`src/hdl/buffer_cfg_pkg.sv`:
```
/*
 * stream buffer configuration
 * sizes, width types and the read-state encoding that the storage,
 * the FIFO control and the credit issuer agree on
 */

package buffer_cfg_pkg;

// number of stored words, also the credits granted after reset
localparam int DEPTH = 16;

// pointer width, DEPTH must fit exactly
localparam int ADDR_WIDTH = 4;

// payload word width
localparam int DATA_WIDTH = 16;

// count width, one bit wider than the pointer so it can hold DEPTH
localparam int CNT_WIDTH = 5;

// one stored word
typedef logic [DATA_WIDTH-1:0] word_t;

// RAM address or FIFO pointer
typedef logic [ADDR_WIDTH-1:0] addr_t;

// credits owed to upstream
typedef logic [CNT_WIDTH-1:0] count_t;

// last address before the pointers wrap
localparam addr_t LAST_ADDR = addr_t'(DEPTH - 1);

// reset value of the owed-credit counter
localparam count_t DEPTH_COUNT = count_t'(DEPTH);

// downstream offer state, RD_PRESENT means the head word is on out_beat
typedef enum logic {
	RD_IDLE,
	RD_PRESENT
} rd_state_t;

endpackage
```
`src/hdl/stream_pkg.sv`:
```
/*
 * stream interface types
 * upstream beat, downstream offer and the credit pulse returned upstream
 */

package stream_pkg;

// one upstream transfer, only legal while upstream holds a credit
typedef struct packed {
	logic                  valid;
	buffer_cfg_pkg::word_t data;
} in_beat_t;

// downstream offer, a transfer needs valid together with out_ready
typedef struct packed {
	logic                  valid;
	buffer_cfg_pkg::word_t data;
} out_beat_t;

// high for one cycle per granted credit
typedef logic credit_t;

endpackage

```
`src/hdl/stream_buffer.sv`:
```
`timescale 1ns/1ps

/*
 * credit-flow stream buffer
 * upstream writes against credits, downstream reads with valid/ready,
 * the words sit in a single-port block RAM FIFO
 */

module stream_buffer (
	input  logic                  clk,
	input  logic                  reset,

	// upstream
	input  stream_pkg::in_beat_t  in_beat,
	output stream_pkg::credit_t   credit,

	// downstream
	output stream_pkg::out_beat_t out_beat,
	input  logic                  out_ready
);

// RAM port
buffer_cfg_pkg::addr_t ram_addr;
buffer_cfg_pkg::word_t ram_wdata;
buffer_cfg_pkg::word_t ram_rdata;
logic                  ram_we;

// read transfer strobe into the credit path
logic read_done;

fifo_ctrl u_ctrl (
	.clk(clk),
	.reset(reset),
	.in_beat(in_beat),
	.ram_addr(ram_addr),
	.ram_wdata(ram_wdata),
	.ram_we(ram_we),
	.ram_rdata(ram_rdata),
	.out_beat(out_beat),
	.out_ready(out_ready),
	.read_done(read_done)
);

block_ram u_ram (
	.clk(clk),
	.addr(ram_addr),
	.wdata(ram_wdata),
	.we(ram_we),
	.rdata(ram_rdata)
);

credit_issuer u_credit (
	.clk(clk),
	.reset(reset),
	.read_done(read_done),
	.credit(credit)
);

endmodule

```
`src/hdl/credit_issuer.sv`:
```
`timescale 1ns/1ps

/*
 * credit issuer
 * counts credits owed to upstream, DEPTH after reset plus one per read,
 * and pays them out as single-cycle pulses, at most one per cycle
 */

module credit_issuer (
	input  logic                clk,
	input  logic                reset,

	// one pulse per word leaving the buffer
	input  logic                read_done,

	// one pulse per granted credit
	output stream_pkg::credit_t credit
);

// credits not yet scheduled for upstream
buffer_cfg_pkg::count_t owed;
buffer_cfg_pkg::count_t owed_next;

// a credit goes out in every cycle where something is owed
logic issue;

assign issue = (owed != '0);

// low through reset, the first DEPTH pulses start as soon as reset drops
assign credit = issue && !reset;

// a new read and an issued credit in the same cycle cancel out
always_comb begin
	owed_next = owed;

	if (read_done && !issue) begin
		owed_next = owed + 1'b1;
	end else if (!read_done && issue) begin
		owed_next = owed - 1'b1;
	end
end

always_ff @(posedge clk) begin
	if (reset) begin
		owed <= buffer_cfg_pkg::DEPTH_COUNT;
	end else begin
		owed <= owed_next;
	end
end

endmodule

```
`src/hdl/fifo_ctrl.sv`:
```
`timescale 1ns/1ps

/*
 * FIFO control for the credit-flow stream buffer
 * owns the pointers and fill state, gives writes the single RAM port
 * and refetches the head word for the downstream offer after a write
 */

module fifo_ctrl (
	input  logic                  clk,
	input  logic                  reset,

	// upstream, credited so there is no ready
	input  stream_pkg::in_beat_t  in_beat,

	// RAM port
	output buffer_cfg_pkg::addr_t ram_addr,
	output buffer_cfg_pkg::word_t ram_wdata,
	output logic                  ram_we,
	input  buffer_cfg_pkg::word_t ram_rdata,

	// downstream
	output stream_pkg::out_beat_t out_beat,
	input  logic                  out_ready,

	// one pulse per read transfer, for the credit issuer
	output logic                  read_done
);

buffer_cfg_pkg::addr_t wr_ptr;
buffer_cfg_pkg::addr_t rd_ptr;
buffer_cfg_pkg::addr_t wr_ptr_next;
buffer_cfg_pkg::addr_t rd_ptr_next;

buffer_cfg_pkg::rd_state_t rd_state;
buffer_cfg_pkg::rd_state_t rd_state_next;

logic has_data;
logic wr_en;
logic rd_xfer;
logic empty;
logic full;

// upstream only sends while it holds a credit, so every beat is accepted
assign wr_en = in_beat.valid;
assign rd_xfer = out_beat.valid && out_ready;

// equal pointers mean either empty or full, has_data tells them apart
assign empty = !has_data;
assign full = has_data && (wr_ptr == rd_ptr);

assign wr_ptr_next = (wr_ptr == buffer_cfg_pkg::LAST_ADDR) ? '0 : wr_ptr + 1'b1;
assign rd_ptr_next = (rd_ptr == buffer_cfg_pkg::LAST_ADDR) ? '0 : rd_ptr + 1'b1;

// a write takes the port, otherwise the head address is presented
// so the RAM output holds the head word one cycle later
assign ram_we = wr_en;
assign ram_addr = wr_en ? wr_ptr : rd_ptr;
assign ram_wdata = in_beat.data;

// offer comes straight from the RAM output register
assign out_beat.valid = (rd_state == buffer_cfg_pkg::RD_PRESENT);
assign out_beat.data = ram_rdata;

assign read_done = rd_xfer;

// pointers and fill state
always_ff @(posedge clk) begin
	if (reset) begin
		wr_ptr <= '0;
		rd_ptr <= '0;
		has_data <= 1'b0;
	end else begin
		if (wr_en) begin
			wr_ptr <= wr_ptr_next;
		end

		if (rd_xfer) begin
			rd_ptr <= rd_ptr_next;
		end

		// a concurrent write always leaves at least one word behind
		if (wr_en) begin
			has_data <= 1'b1;
		end else if (rd_xfer && (rd_ptr_next == wr_ptr)) begin
			has_data <= 1'b0;
		end
	end
end

// offer state
// going present needs a cycle where the port read the head address,
// i.e. a nonempty cycle without a write
always_comb begin
	rd_state_next = rd_state;

	case (rd_state)
		buffer_cfg_pkg::RD_IDLE: begin
			if (!empty && !wr_en) begin
				rd_state_next = buffer_cfg_pkg::RD_PRESENT;
			end
		end

		buffer_cfg_pkg::RD_PRESENT: begin
			// a read moves the head, a write overwrites the RAM output
			if (rd_xfer || wr_en) begin
				rd_state_next = buffer_cfg_pkg::RD_IDLE;
			end
		end

		default: begin
			rd_state_next = buffer_cfg_pkg::RD_IDLE;
		end
	endcase
end

always_ff @(posedge clk) begin
	if (reset) begin
		rd_state <= buffer_cfg_pkg::RD_IDLE;
	end else begin
		rd_state <= rd_state_next;
	end
end

endmodule

```
`src/hdl/block_ram.sv`:
```
`timescale 1ns/1ps

/*
 * single-port synchronous block RAM
 * one address per cycle, read data follows the address by one cycle,
 * a write cycle returns the old contents (read-before-write)
 */

module block_ram (
	input  logic                  clk,
	input  buffer_cfg_pkg::addr_t addr,
	input  buffer_cfg_pkg::word_t wdata,
	input  logic                  we,
	output buffer_cfg_pkg::word_t rdata
);

// storage array
buffer_cfg_pkg::word_t mem [buffer_cfg_pkg::DEPTH];

// the read samples the array before this edge's write lands
always_ff @(posedge clk) begin
	rdata <= mem[addr];

	if (we) begin
		mem[addr] <= wdata;
	end
end

endmodule

```
`config.mk`:
```
export PLATFORM = sky130hd
export DESIGN_NAME = stream_buffer
export DESIGN_NICKNAME = d
export VERILOG_FILES = /design/src/hdl/buffer_cfg_pkg.sv /design/src/hdl/stream_pkg.sv /design/src/hdl/stream_buffer.sv /design/src/hdl/credit_issuer.sv /design/src/hdl/fifo_ctrl.sv /design/src/hdl/block_ram.sv
export SDC_FILE = /design/constraint.sdc
export NUM_CORES = 1
export LEC_CHECK = 0
export BUFFER_PORTS_ARGS = -buffer_cell sky130_fd_sc_hd__buf_4
export CAP_MARGIN = 10
export CORE_MARGIN = 10
export CORE_UTILIZATION = 55
export CTS_CLUSTER_SIZE = 24
export DETAILED_ROUTE_END_ITERATION = 16
export PLACE_DENSITY = 0.72
export SLEW_MARGIN = 20
export SYNTH_ARGS = -nofsm -noshare
export SYNTH_HDL_FRONTEND = slang
export SYNTH_SLANG_ARGS = --single-unit
```
`constraint.sdc`:
```
create_clock -name clk -period 3.6 [get_ports clk]
set_clock_uncertainty 0.05 [all_clocks]
set_input_delay 0.18 -clock clk [delete_from_list [all_inputs] [get_ports clk]]
set_output_delay 0.18 -clock clk [all_outputs]
set_load 0.02 [all_outputs]
```
==> impl_summary.txt, run 1 <==
----------------------------------------------------
[Power and ir drop]
  Net switching power of the design ... 1.60 mW
  Net switching share of the total power ... 0.217
  Clock share of power ... 0.415
  Fraction of power consumed by sequential logic ... 0.510
  Total leakage power ... 4.60 nW
  Share of power burned in combinational logic ... 0.075
  Worst voltage drop across the vdd grid ... 0.516 mV
  Pint ... 5.79 mW
  Pwr per Cell Area ... 566 nW/um^2

[Clocking]
  Maximum clock path buffer count ... 3
  CTS tree ... done
  Root buffer cell ... clkbuf_16
  Inserted Clock Buffers ... 28
  Worst-skew pair later-pin latency ... 0.55 ns
  Count of clock tree sinks ... 287
  H-tree depth ... 1
  CTS resizes ... 0
  Clock transition at the registers of the reported paths ... 0.06 ns

[Cells and area]
  Commonest cells after routing, fill and taps aside ... edfxtp_1 (256), o21ai_0 (130), mux2i_1 (69)
  Growth of design area from synthesis to finish ... 15.8%
  Most common library cell in the layout ignoring fill and taps ... edfxtp_1
  Number of antenna repair diodes ... 0
  Fraction of final layout cells sized beyond drive strength 1 ... 0.165
  Final net count ... 823
  Final-layout fill cell count ... 1391

[Routing]
  Per-cell routed wire length ... 24.3 um
  Residual antenna-violating net count after detailed routing ... 0
  Total via count after detailed routing ... 6870
  Detailed-route wire length ... 26500 um
  Via density per instance ... 6.31
  Length of the first detailed-routing pass in iterations ... 6
  DRC viols ... 0
  Number of DRC markers in iteration 0 ... 737

[Global route]
  Aggregate global-route resource usage ... 0.197
  Pin count of the biggest net entering global routing ... 65
  Grt total ovfl ... 0
  Antenna violations before repair ... 0
  Vias in the first global route ... 6934
  Wire length of the first global-routing pass ... 40400 um

[STA]
  Final setup viols ... 0
  Actual slew at the worst max-slew pin ... 1.05 ns
  Setup_tns ... 0 ns
  Final critical path time including I/O delays and setup ... 2.99 ns
  Worst Hold Margin ... 0.0413 ns
  Max Fclk ... 334 MHz
  Count of final hold-check violations ... 0
  Pins Over Slew Limit ... 0
  Max_slew headroom ... 0.300
  Final period util ... 0.831
  RSZ-0062 raised after global routing ... false

[Yosys]
  Seq/Total Area, Yosys ... 0.736
  Share of Yosys cell area claimed by the top area cell type ... 0.681
  Most frequently used flop master after synthesis ... edfxtp_1
  Top area cells in the synthesized netlist ... edfxtp_1 (68%), mux2i_1 (6.2%), o21ai_0 (5.8%)
  Synthesized area per cell ... 15.3 um^2
  Cells after synthesis ... 737
  FF+latch count, synth ... 287
  Number of warnings printed during yosys synthesis ... 0
  Cell taking the most area after synthesis ... edfxtp_1
  Number of flops mapped to enable cells by yosys ... 256
  Post-synthesis cell area ... 11300 um^2
  Post-synthesis async set-or-reset flop share ... 0
  Library cells used by synthesis ... 41
  Post-synthesis net count ... 763

[Floorplan]
  Chip Height ... 163 um
  Die ar. ... 26600 um^2
  Horizontal extent of the die ... 163 um
  Ports ... 38
  Core region area ... 20200 um^2
  Effective utilization at floorplan ... 0.558
  Std-Cell Rows ... 52

[Setup path]
  Worst setup path end ... u_credit.owed[3]$_SDFFE_PP0P_
  Worst-case reg-to-reg path depth ... 9
  Crit path DAT ... 3.37 ns
  FF-to-FF setup slack ... 0.61 ns
  Endpoint of the worst register-to-register path ... u_credit.owed[3]$_SDFFE_PP0P_
  Worst Path Max Fanout ... 7
  Type of destination of the critical path ... flop
  Endpoint required time on the critical path ... 3.98 ns
  Worst setup path startpoint ... u_credit.owed[0]$_SDFFE_PP0P_
  Worst flop-to-flop path startpoint ... u_credit.owed[0]$_SDFFE_PP0P_
  Nature of the critical path startpoint ... flop
  Type of the worst setup path ... reg2reg

[Min path]
  Class of the worst hold path ... in2reg

[Placement]
  Dpl hpwl ... 15600 um
  Number of port buffers ... 37
  Last weighted congestion value of the routability-driven placer ... 0.829

[Outcome]
  Outcome ... finished clean

[Job]
  Maximum Capacitance Violations ... 0

----------------------------------------------------
## cells by family after synthesis
logic type,after synthesis,share of synthesized area
AO/OA/AOI/OAI,218,0.116
XOR/XNOR,9,0.00699
adder cells (fa/ha/maj),6,0.00665
buffers and inverters,57,0.0262
flip-flops,287,0.736
multiplexers,72,0.0644
AND/OR/NAND/NOR,88,0.0434
## through the flow
| step | setup slack, ns | instances | power [mW] | util | area [um^2] |
|---|---|---|---|---|---|
| 3_3_place_gp | 0.786 | 1020 | 4.33 | 0.589 | 11900 |
| 5_1_grt | 0.457 | 1089 | 7.62 | 0.645 | 13100 |
| 6_report | 0.608 | 1089 | 7.39 | 0.645 | 13100 |
| 4_1_cts | 0.629 | 1089 | 7.42 | 0.645 | 13100 |
| 3_5_place_dp | 0.642 | 1020 | 4.37 | 0.589 | 11900 |
| 2_1_floorplan | 0.782 | 737 | 4.16 | - | 11300 |
## worst max-delay path, stage by stage, from the launching register on
cell and delay (ns):
dfxtp_1 0.38, or4_1 0.55, nor2_1 0.15, ha_1 0.24
inv_1 0.11, ha_1 0.34, and3_1 0.21, or3_1 0.35
a21oi_1 0.16, mux2_2 0.35
## worst min path at each step
stage	start	end	slack [ns]	cells past startpoint
6_report	in_beat[16]	u_ctrl.has_data$_SDFFE_PP0P_	0.04	3
3_5_place_dp	in_beat[5]	u_ram.mem[14][5]$_DFFE_PP_	0.43	1
2_1_floorplan	reset	u_ctrl.rd_ptr[3]$_SDFFE_PP0P_	0.21	1
4_1_cts	in_beat[16]	u_ctrl.has_data$_SDFFE_PP0P_	0.03	3
5_1_grt	in_beat[16]	u_ctrl.rd_state$_SDFF_PP0_	0.07	2
3_3_place_gp	in_beat[5]	u_ram.mem[12][5]$_DFFE_PP_	0.42	1
## power groups by stage
stage | sequential, mW | clock, mW | combinational [mW]
after global placement | 3.83 | 0 | 0.502
final | 3.77 | 3.07 | 0.555
after detailed placement | 3.83 | 0 | 0.533
after CTS | 3.76 | 3.11 | 0.553
after global routing | 3.77 | 3.24 | 0.608
after floorplan | 3.83 | 0 | 0.331
## synthesized netlist by cell type (4+ instances only)
cell,n
a21oi_1,6
dfxtp_1,31
xor2_1,4
o22ai_1,33
clkbuf_1,34
ha_1,6
and3b_1,4
buf_2,8
nor3_1,7
a41oi_1,33
or4_1,17
edfxtp_1,256
mux2i_1,70
nand2_1,7
o21ai_0,130
nor2_1,35
buf_6,7
xnor2_1,5
nor3b_1,4
buf_4,5
o21a_1,4
## flip-flops by register name, indices dropped and copies added, names as in the netlist
signal,cells
u_credit.owed,5
u_ctrl.has_data,1
u_ctrl.rd_ptr,4
u_ctrl.rd_state,1
u_ctrl.wr_ptr,4
u_ram.mem,256
u_ram.rdata,16
## what timing repair did
action	CTS	global route
setup buffers	0	0
endpoints found under the hold margin	268	0
hold buffers	17	0
endpoints found under the setup margin	0	0
## final cells by class
| type | instances | area [um^2] | share of cell area |
|---|---|---|---|
| Sequential cell | 287 | 8310 | 0.636 |
| Multi-Input combinational cell | 393 | 2740 | 0.210 |
| Clock buffer | 37 | 764 | 0.0585 |
| Timing Repair Buffer | 84 | 686 | 0.0525 |
| Tap cell | 270 | 338 | 0.0259 |
| Clock inverter | 15 | 216 | 0.0166 |
| Inverter | 3 | 11.3 | 0.000862 |
## routing by layer
layer | vias up | track usage | wire, um | share of wire
li1 | 3043 | - | - | -
met1 | 3401 | 0.256 | 10600 | 0.40
met2 | 354 | 0.322 | 12800 | 0.48
met3 | 72 | 0.0383 | 2170 | 0.082
met4 | 0 | 0.0762 | 918 | 0.035
met5 | - | 0 | 0 | 0
(Power assumes the default switching activity.)
==> run 2: changes to the inputs <==
--- a/config.mk
+++ b/config.mk
@@ -5,6 +5,7 @@
 export SDC_FILE = /design/constraint.sdc
 export NUM_CORES = 1
 export LEC_CHECK = 0
+export ABC_AREA = 1
 export BUFFER_PORTS_ARGS = -buffer_cell sky130_fd_sc_hd__buf_4
 export CAP_MARGIN = 10
 export CORE_MARGIN = 10
==> constraint.sdc (replaced) <==
create_clock -name clk -period 2.89 [get_ports clk]
set_clock_uncertainty 0.05 [all_clocks]
set_input_delay 0.1445 -clock clk [delete_from_list [all_inputs] [get_ports clk]]
set_output_delay 0.1445 -clock clk [all_outputs]
set_load 0.02 [all_outputs]
==> impl_summary.txt, run 2 <==
----------------------------------------------------
[Outcome]
  Outcome ... finished clean

[STA]
  Setup_tns ... 0 ns
  Actual slew at the worst max-slew pin ... 0.836 ns
  Max Fclk ... 439 MHz
  Final critical path time including I/O delays and setup ... 2.28 ns
  Count of final hold-check violations ... 0
  RSZ-0062 raised after global routing ... false
  Final setup viols ... 0
  Final period util ... 0.788
  Worst Hold Margin ... 0.366 ns
  Max_slew headroom ... 0.442
  Smallest setup slack after layout ... 0.613 ns
  Pins Over Slew Limit ... 0

[Clocking]
  Root buffer cell ... clkbuf_16
  H-tree depth ... 1
  Worst-skew pair later-pin latency ... 0.54 ns
  Maximum clock path buffer count ... 3
  CTS tree ... done
  Inserted Clock Buffers ... 28
  Clock transition at the registers of the reported paths ... 0.06 ns
  CTS hold repair buffers ... 19
  Number of post-CTS setup repair buffers ... 0
  CTS resizes ... 0
  Count of clock tree sinks ... 287

[Yosys]
  Share of Yosys cell area claimed by the top area cell type ... 0.641
  FF+latch count, synth ... 287
  Cells after synthesis ... 1107
  Most frequently used cell type in the post-synthesis netlist ... nand2_1
  Compound-Gate Fraction of Synth Area ... 0.0302
  Library cells used by synthesis ... 32
  Main combinational cell family by area after synthesis ... simple AND/OR/NAND/NOR gates
  Top area cells in the synthesized netlist ... edfxtp_1 (64%), nand2_1 (14%), nand3_1 (5.9%)
  Xor and xnor fraction of the mapped netlist area ... 0.00365
  Seq/Total Area, Yosys ... 0.692
  Simple-Gate Fraction of Synth Area ... 0.226
  Cell taking the most area after synthesis ... edfxtp_1
  Post-synthesis cell area ... 12000 um^2
  Most frequently used flop master after synthesis ... edfxtp_1
  Synthesized area per cell ... 10.8 um^2
  Post-synthesis net count ... 1133
  Post-synthesis async set-or-reset flop share ... 0
  Number of warnings printed during yosys synthesis ... 0
  Number of flops mapped to enable cells by yosys ... 256
  Portion of netlist area occupied by mux cells ... 0
  Synthesized-area fraction occupied by adder cells ... 0.00626
  Top cell types by occurrence after synthesis ... nand2_1 (436), edfxtp_1 (256), nand3_1 (142)

[Cells and area]
  Reg with most FFs ... u_ram.mem
  Non-filler instance count after layout ... 1465
  Flip-flop count of the largest register, all copies and words added ... 256
  Finished Core Util ... 0.648
  Post-route cell area ... 13700 um^2
  Largest registers ranked by flip-flop count ... u_ram.mem: 256 flops, u_ram.rdata: 16 flops, u_credit.owed: 5 flops
  Commonest cells after routing, fill and taps aside ... nand2_1 (436), edfxtp_1 (256), nand3_1 (142)
  Fraction of final layout cells sized beyond drive strength 1 ... 0.129
  Most common library cell in the layout ignoring fill and taps ... nand2_1
  Growth of design area from synthesis to finish ... 14.5%
  Final net count ... 1194
  Number of antenna repair diodes ... 0

[Setup path]
  Nature of the critical path startpoint ... flop
  Endpoint of the worst register-to-register path ... u_ram.mem[14][6]$_DFFE_PP_
  Worst flop-to-flop path startpoint ... u_ctrl.wr_ptr[1]$_SDFFE_PP0P_
  Worst setup path startpoint ... u_ctrl.wr_ptr[1]$_SDFFE_PP0P_
  Crit path DAT ... 2.45 ns
  Worst-case reg-to-reg path depth ... 6
  Type of the worst setup path ... reg2reg
  Worst Path Max Fanout ... 47
  FF-to-FF setup slack ... 0.61 ns
  Endpoint required time on the critical path ... 3.07 ns
  Type of destination of the critical path ... flop

[Floorplan]
  Std-Cell Rows ... 53
  Horizontal extent of the die ... 168 um
  Ports ... 38
  Effective utilization at floorplan ... 0.566
  Chip Height ... 168 um
  Core region area ... 21200 um^2
  Die ar. ... 28100 um^2

[Routing]
  Residual antenna-violating net count after detailed routing ... 0
  Length of the first detailed-routing pass in iterations ... 5
  Via density per instance ... 5.67
  Per-cell routed wire length ... 19.5 um
  DRC viols ... 0
  Detailed-route wire length ... 28600 um
  Total via count after detailed routing ... 8312
  Number of DRC markers in iteration 0 ... 804

[Global route]
  Vias in the first global route ... 7957
  Antenna violations before repair ... 0
  Grt total ovfl ... 0
  Wire length of the first global-routing pass ... 44700 um
  Aggregate global-route resource usage ... 0.198
  Pin count of the biggest net entering global routing ... 130

[Placement]
  Total placed instance area ... 12600 um^2
  DP Cell Count ... 1394
  Dpl hpwl ... 16200 um
  Last weighted congestion value of the routability-driven placer ... 0.848
  Post-Place Worst Slack ... 0.645 ns
  Number of port buffers ... 37

[Min path]
  Destination of the worst hold path ... u_credit.owed[0]$_SDFFE_PP0P_
  Depth of the worst hold-timing path ... 3
  Class of the worst hold path ... in2reg
  Launch instance of the worst min-delay path ... reset

[Power and ir drop]
  Post-route total power ... 9.37 mW
  Pwr per Cell Area ... 682 nW/um^2
  Worst voltage drop across the vdd grid ... 0.419 mV
  Total leakage power ... 5.41 nW

[Job]
  Maximum Capacitance Violations ... 0

----------------------------------------------------
run 2: cell count changes after synthesis, moves of 32 or more:
cell,change
nand3_1,+141
mux2i_1,-70
a41oi_1,-33
o21ai_0,-111
o22ai_1,-33
nand2_1,+429
a21oi_1,+32
run 2: routing by layer:
layer,track usage,vias up,share of wire
met5,0,-,0
met4,0.0598,0,0.024
met3,0.0311,63,0.093
met2,0.310,388,0.47
met1,0.280,3951,0.41
li1,-,3910,-
run 2: final cells by class:
cell class,instances,area [um^2]
multi-input cells,724,3250
repair buffers,93,771
inverters,34,133
clock buffers,36,782
fillers,1567,7480
clock inverters,16,158
well taps,275,344
flip-flops and latches,287,8310
run 2: cell families after synthesis:
family / after synthesis
simple gates: 645
xor+xnor: 5
flops: 287
fa+ha+maj: 6
compound gates: 68
buf+inv: 96
run 2: report_power, final:
| group | leakage, nW | switching (mW) | internal (mW) |
|---|---|---|---|
| Sequential | 2.57 | 0.0662 | 4.65 |
| Combinational | 2.38 | 0.651 | 0.329 |
| Clock | 0.458 | 1.50 | 2.17 |
| Total | 5.41 | 2.22 | 7.15 |
run 2: worst max-delay path, stage by stage, from the launching register on:
cell and delay, ns:
dfxtp_1 0.44, nor2_2 0.09, nor2_4 0.10, buf_4 0.51, nand4_2 0.31, nor2_2 0.22, buf_4 0.25
run 2: worst max path at each step:
stage	to	slack, ns	depth (start not counted)
floorplan	u_ram.mem[12][0]$_DFFE_PP_	0.65	7
global placement	u_ram.mem[2][5]$_DFFE_PP_	0.68	8
detailed placement	u_ram.mem[2][5]$_DFFE_PP_	0.65	6
CTS	u_ram.mem[6][15]$_DFFE_PP_	0.63	6
global route	u_credit.owed[4]$_SDFFE_PP1P_	0.45	12
finish	u_ram.mem[14][6]$_DFFE_PP_	0.61	6
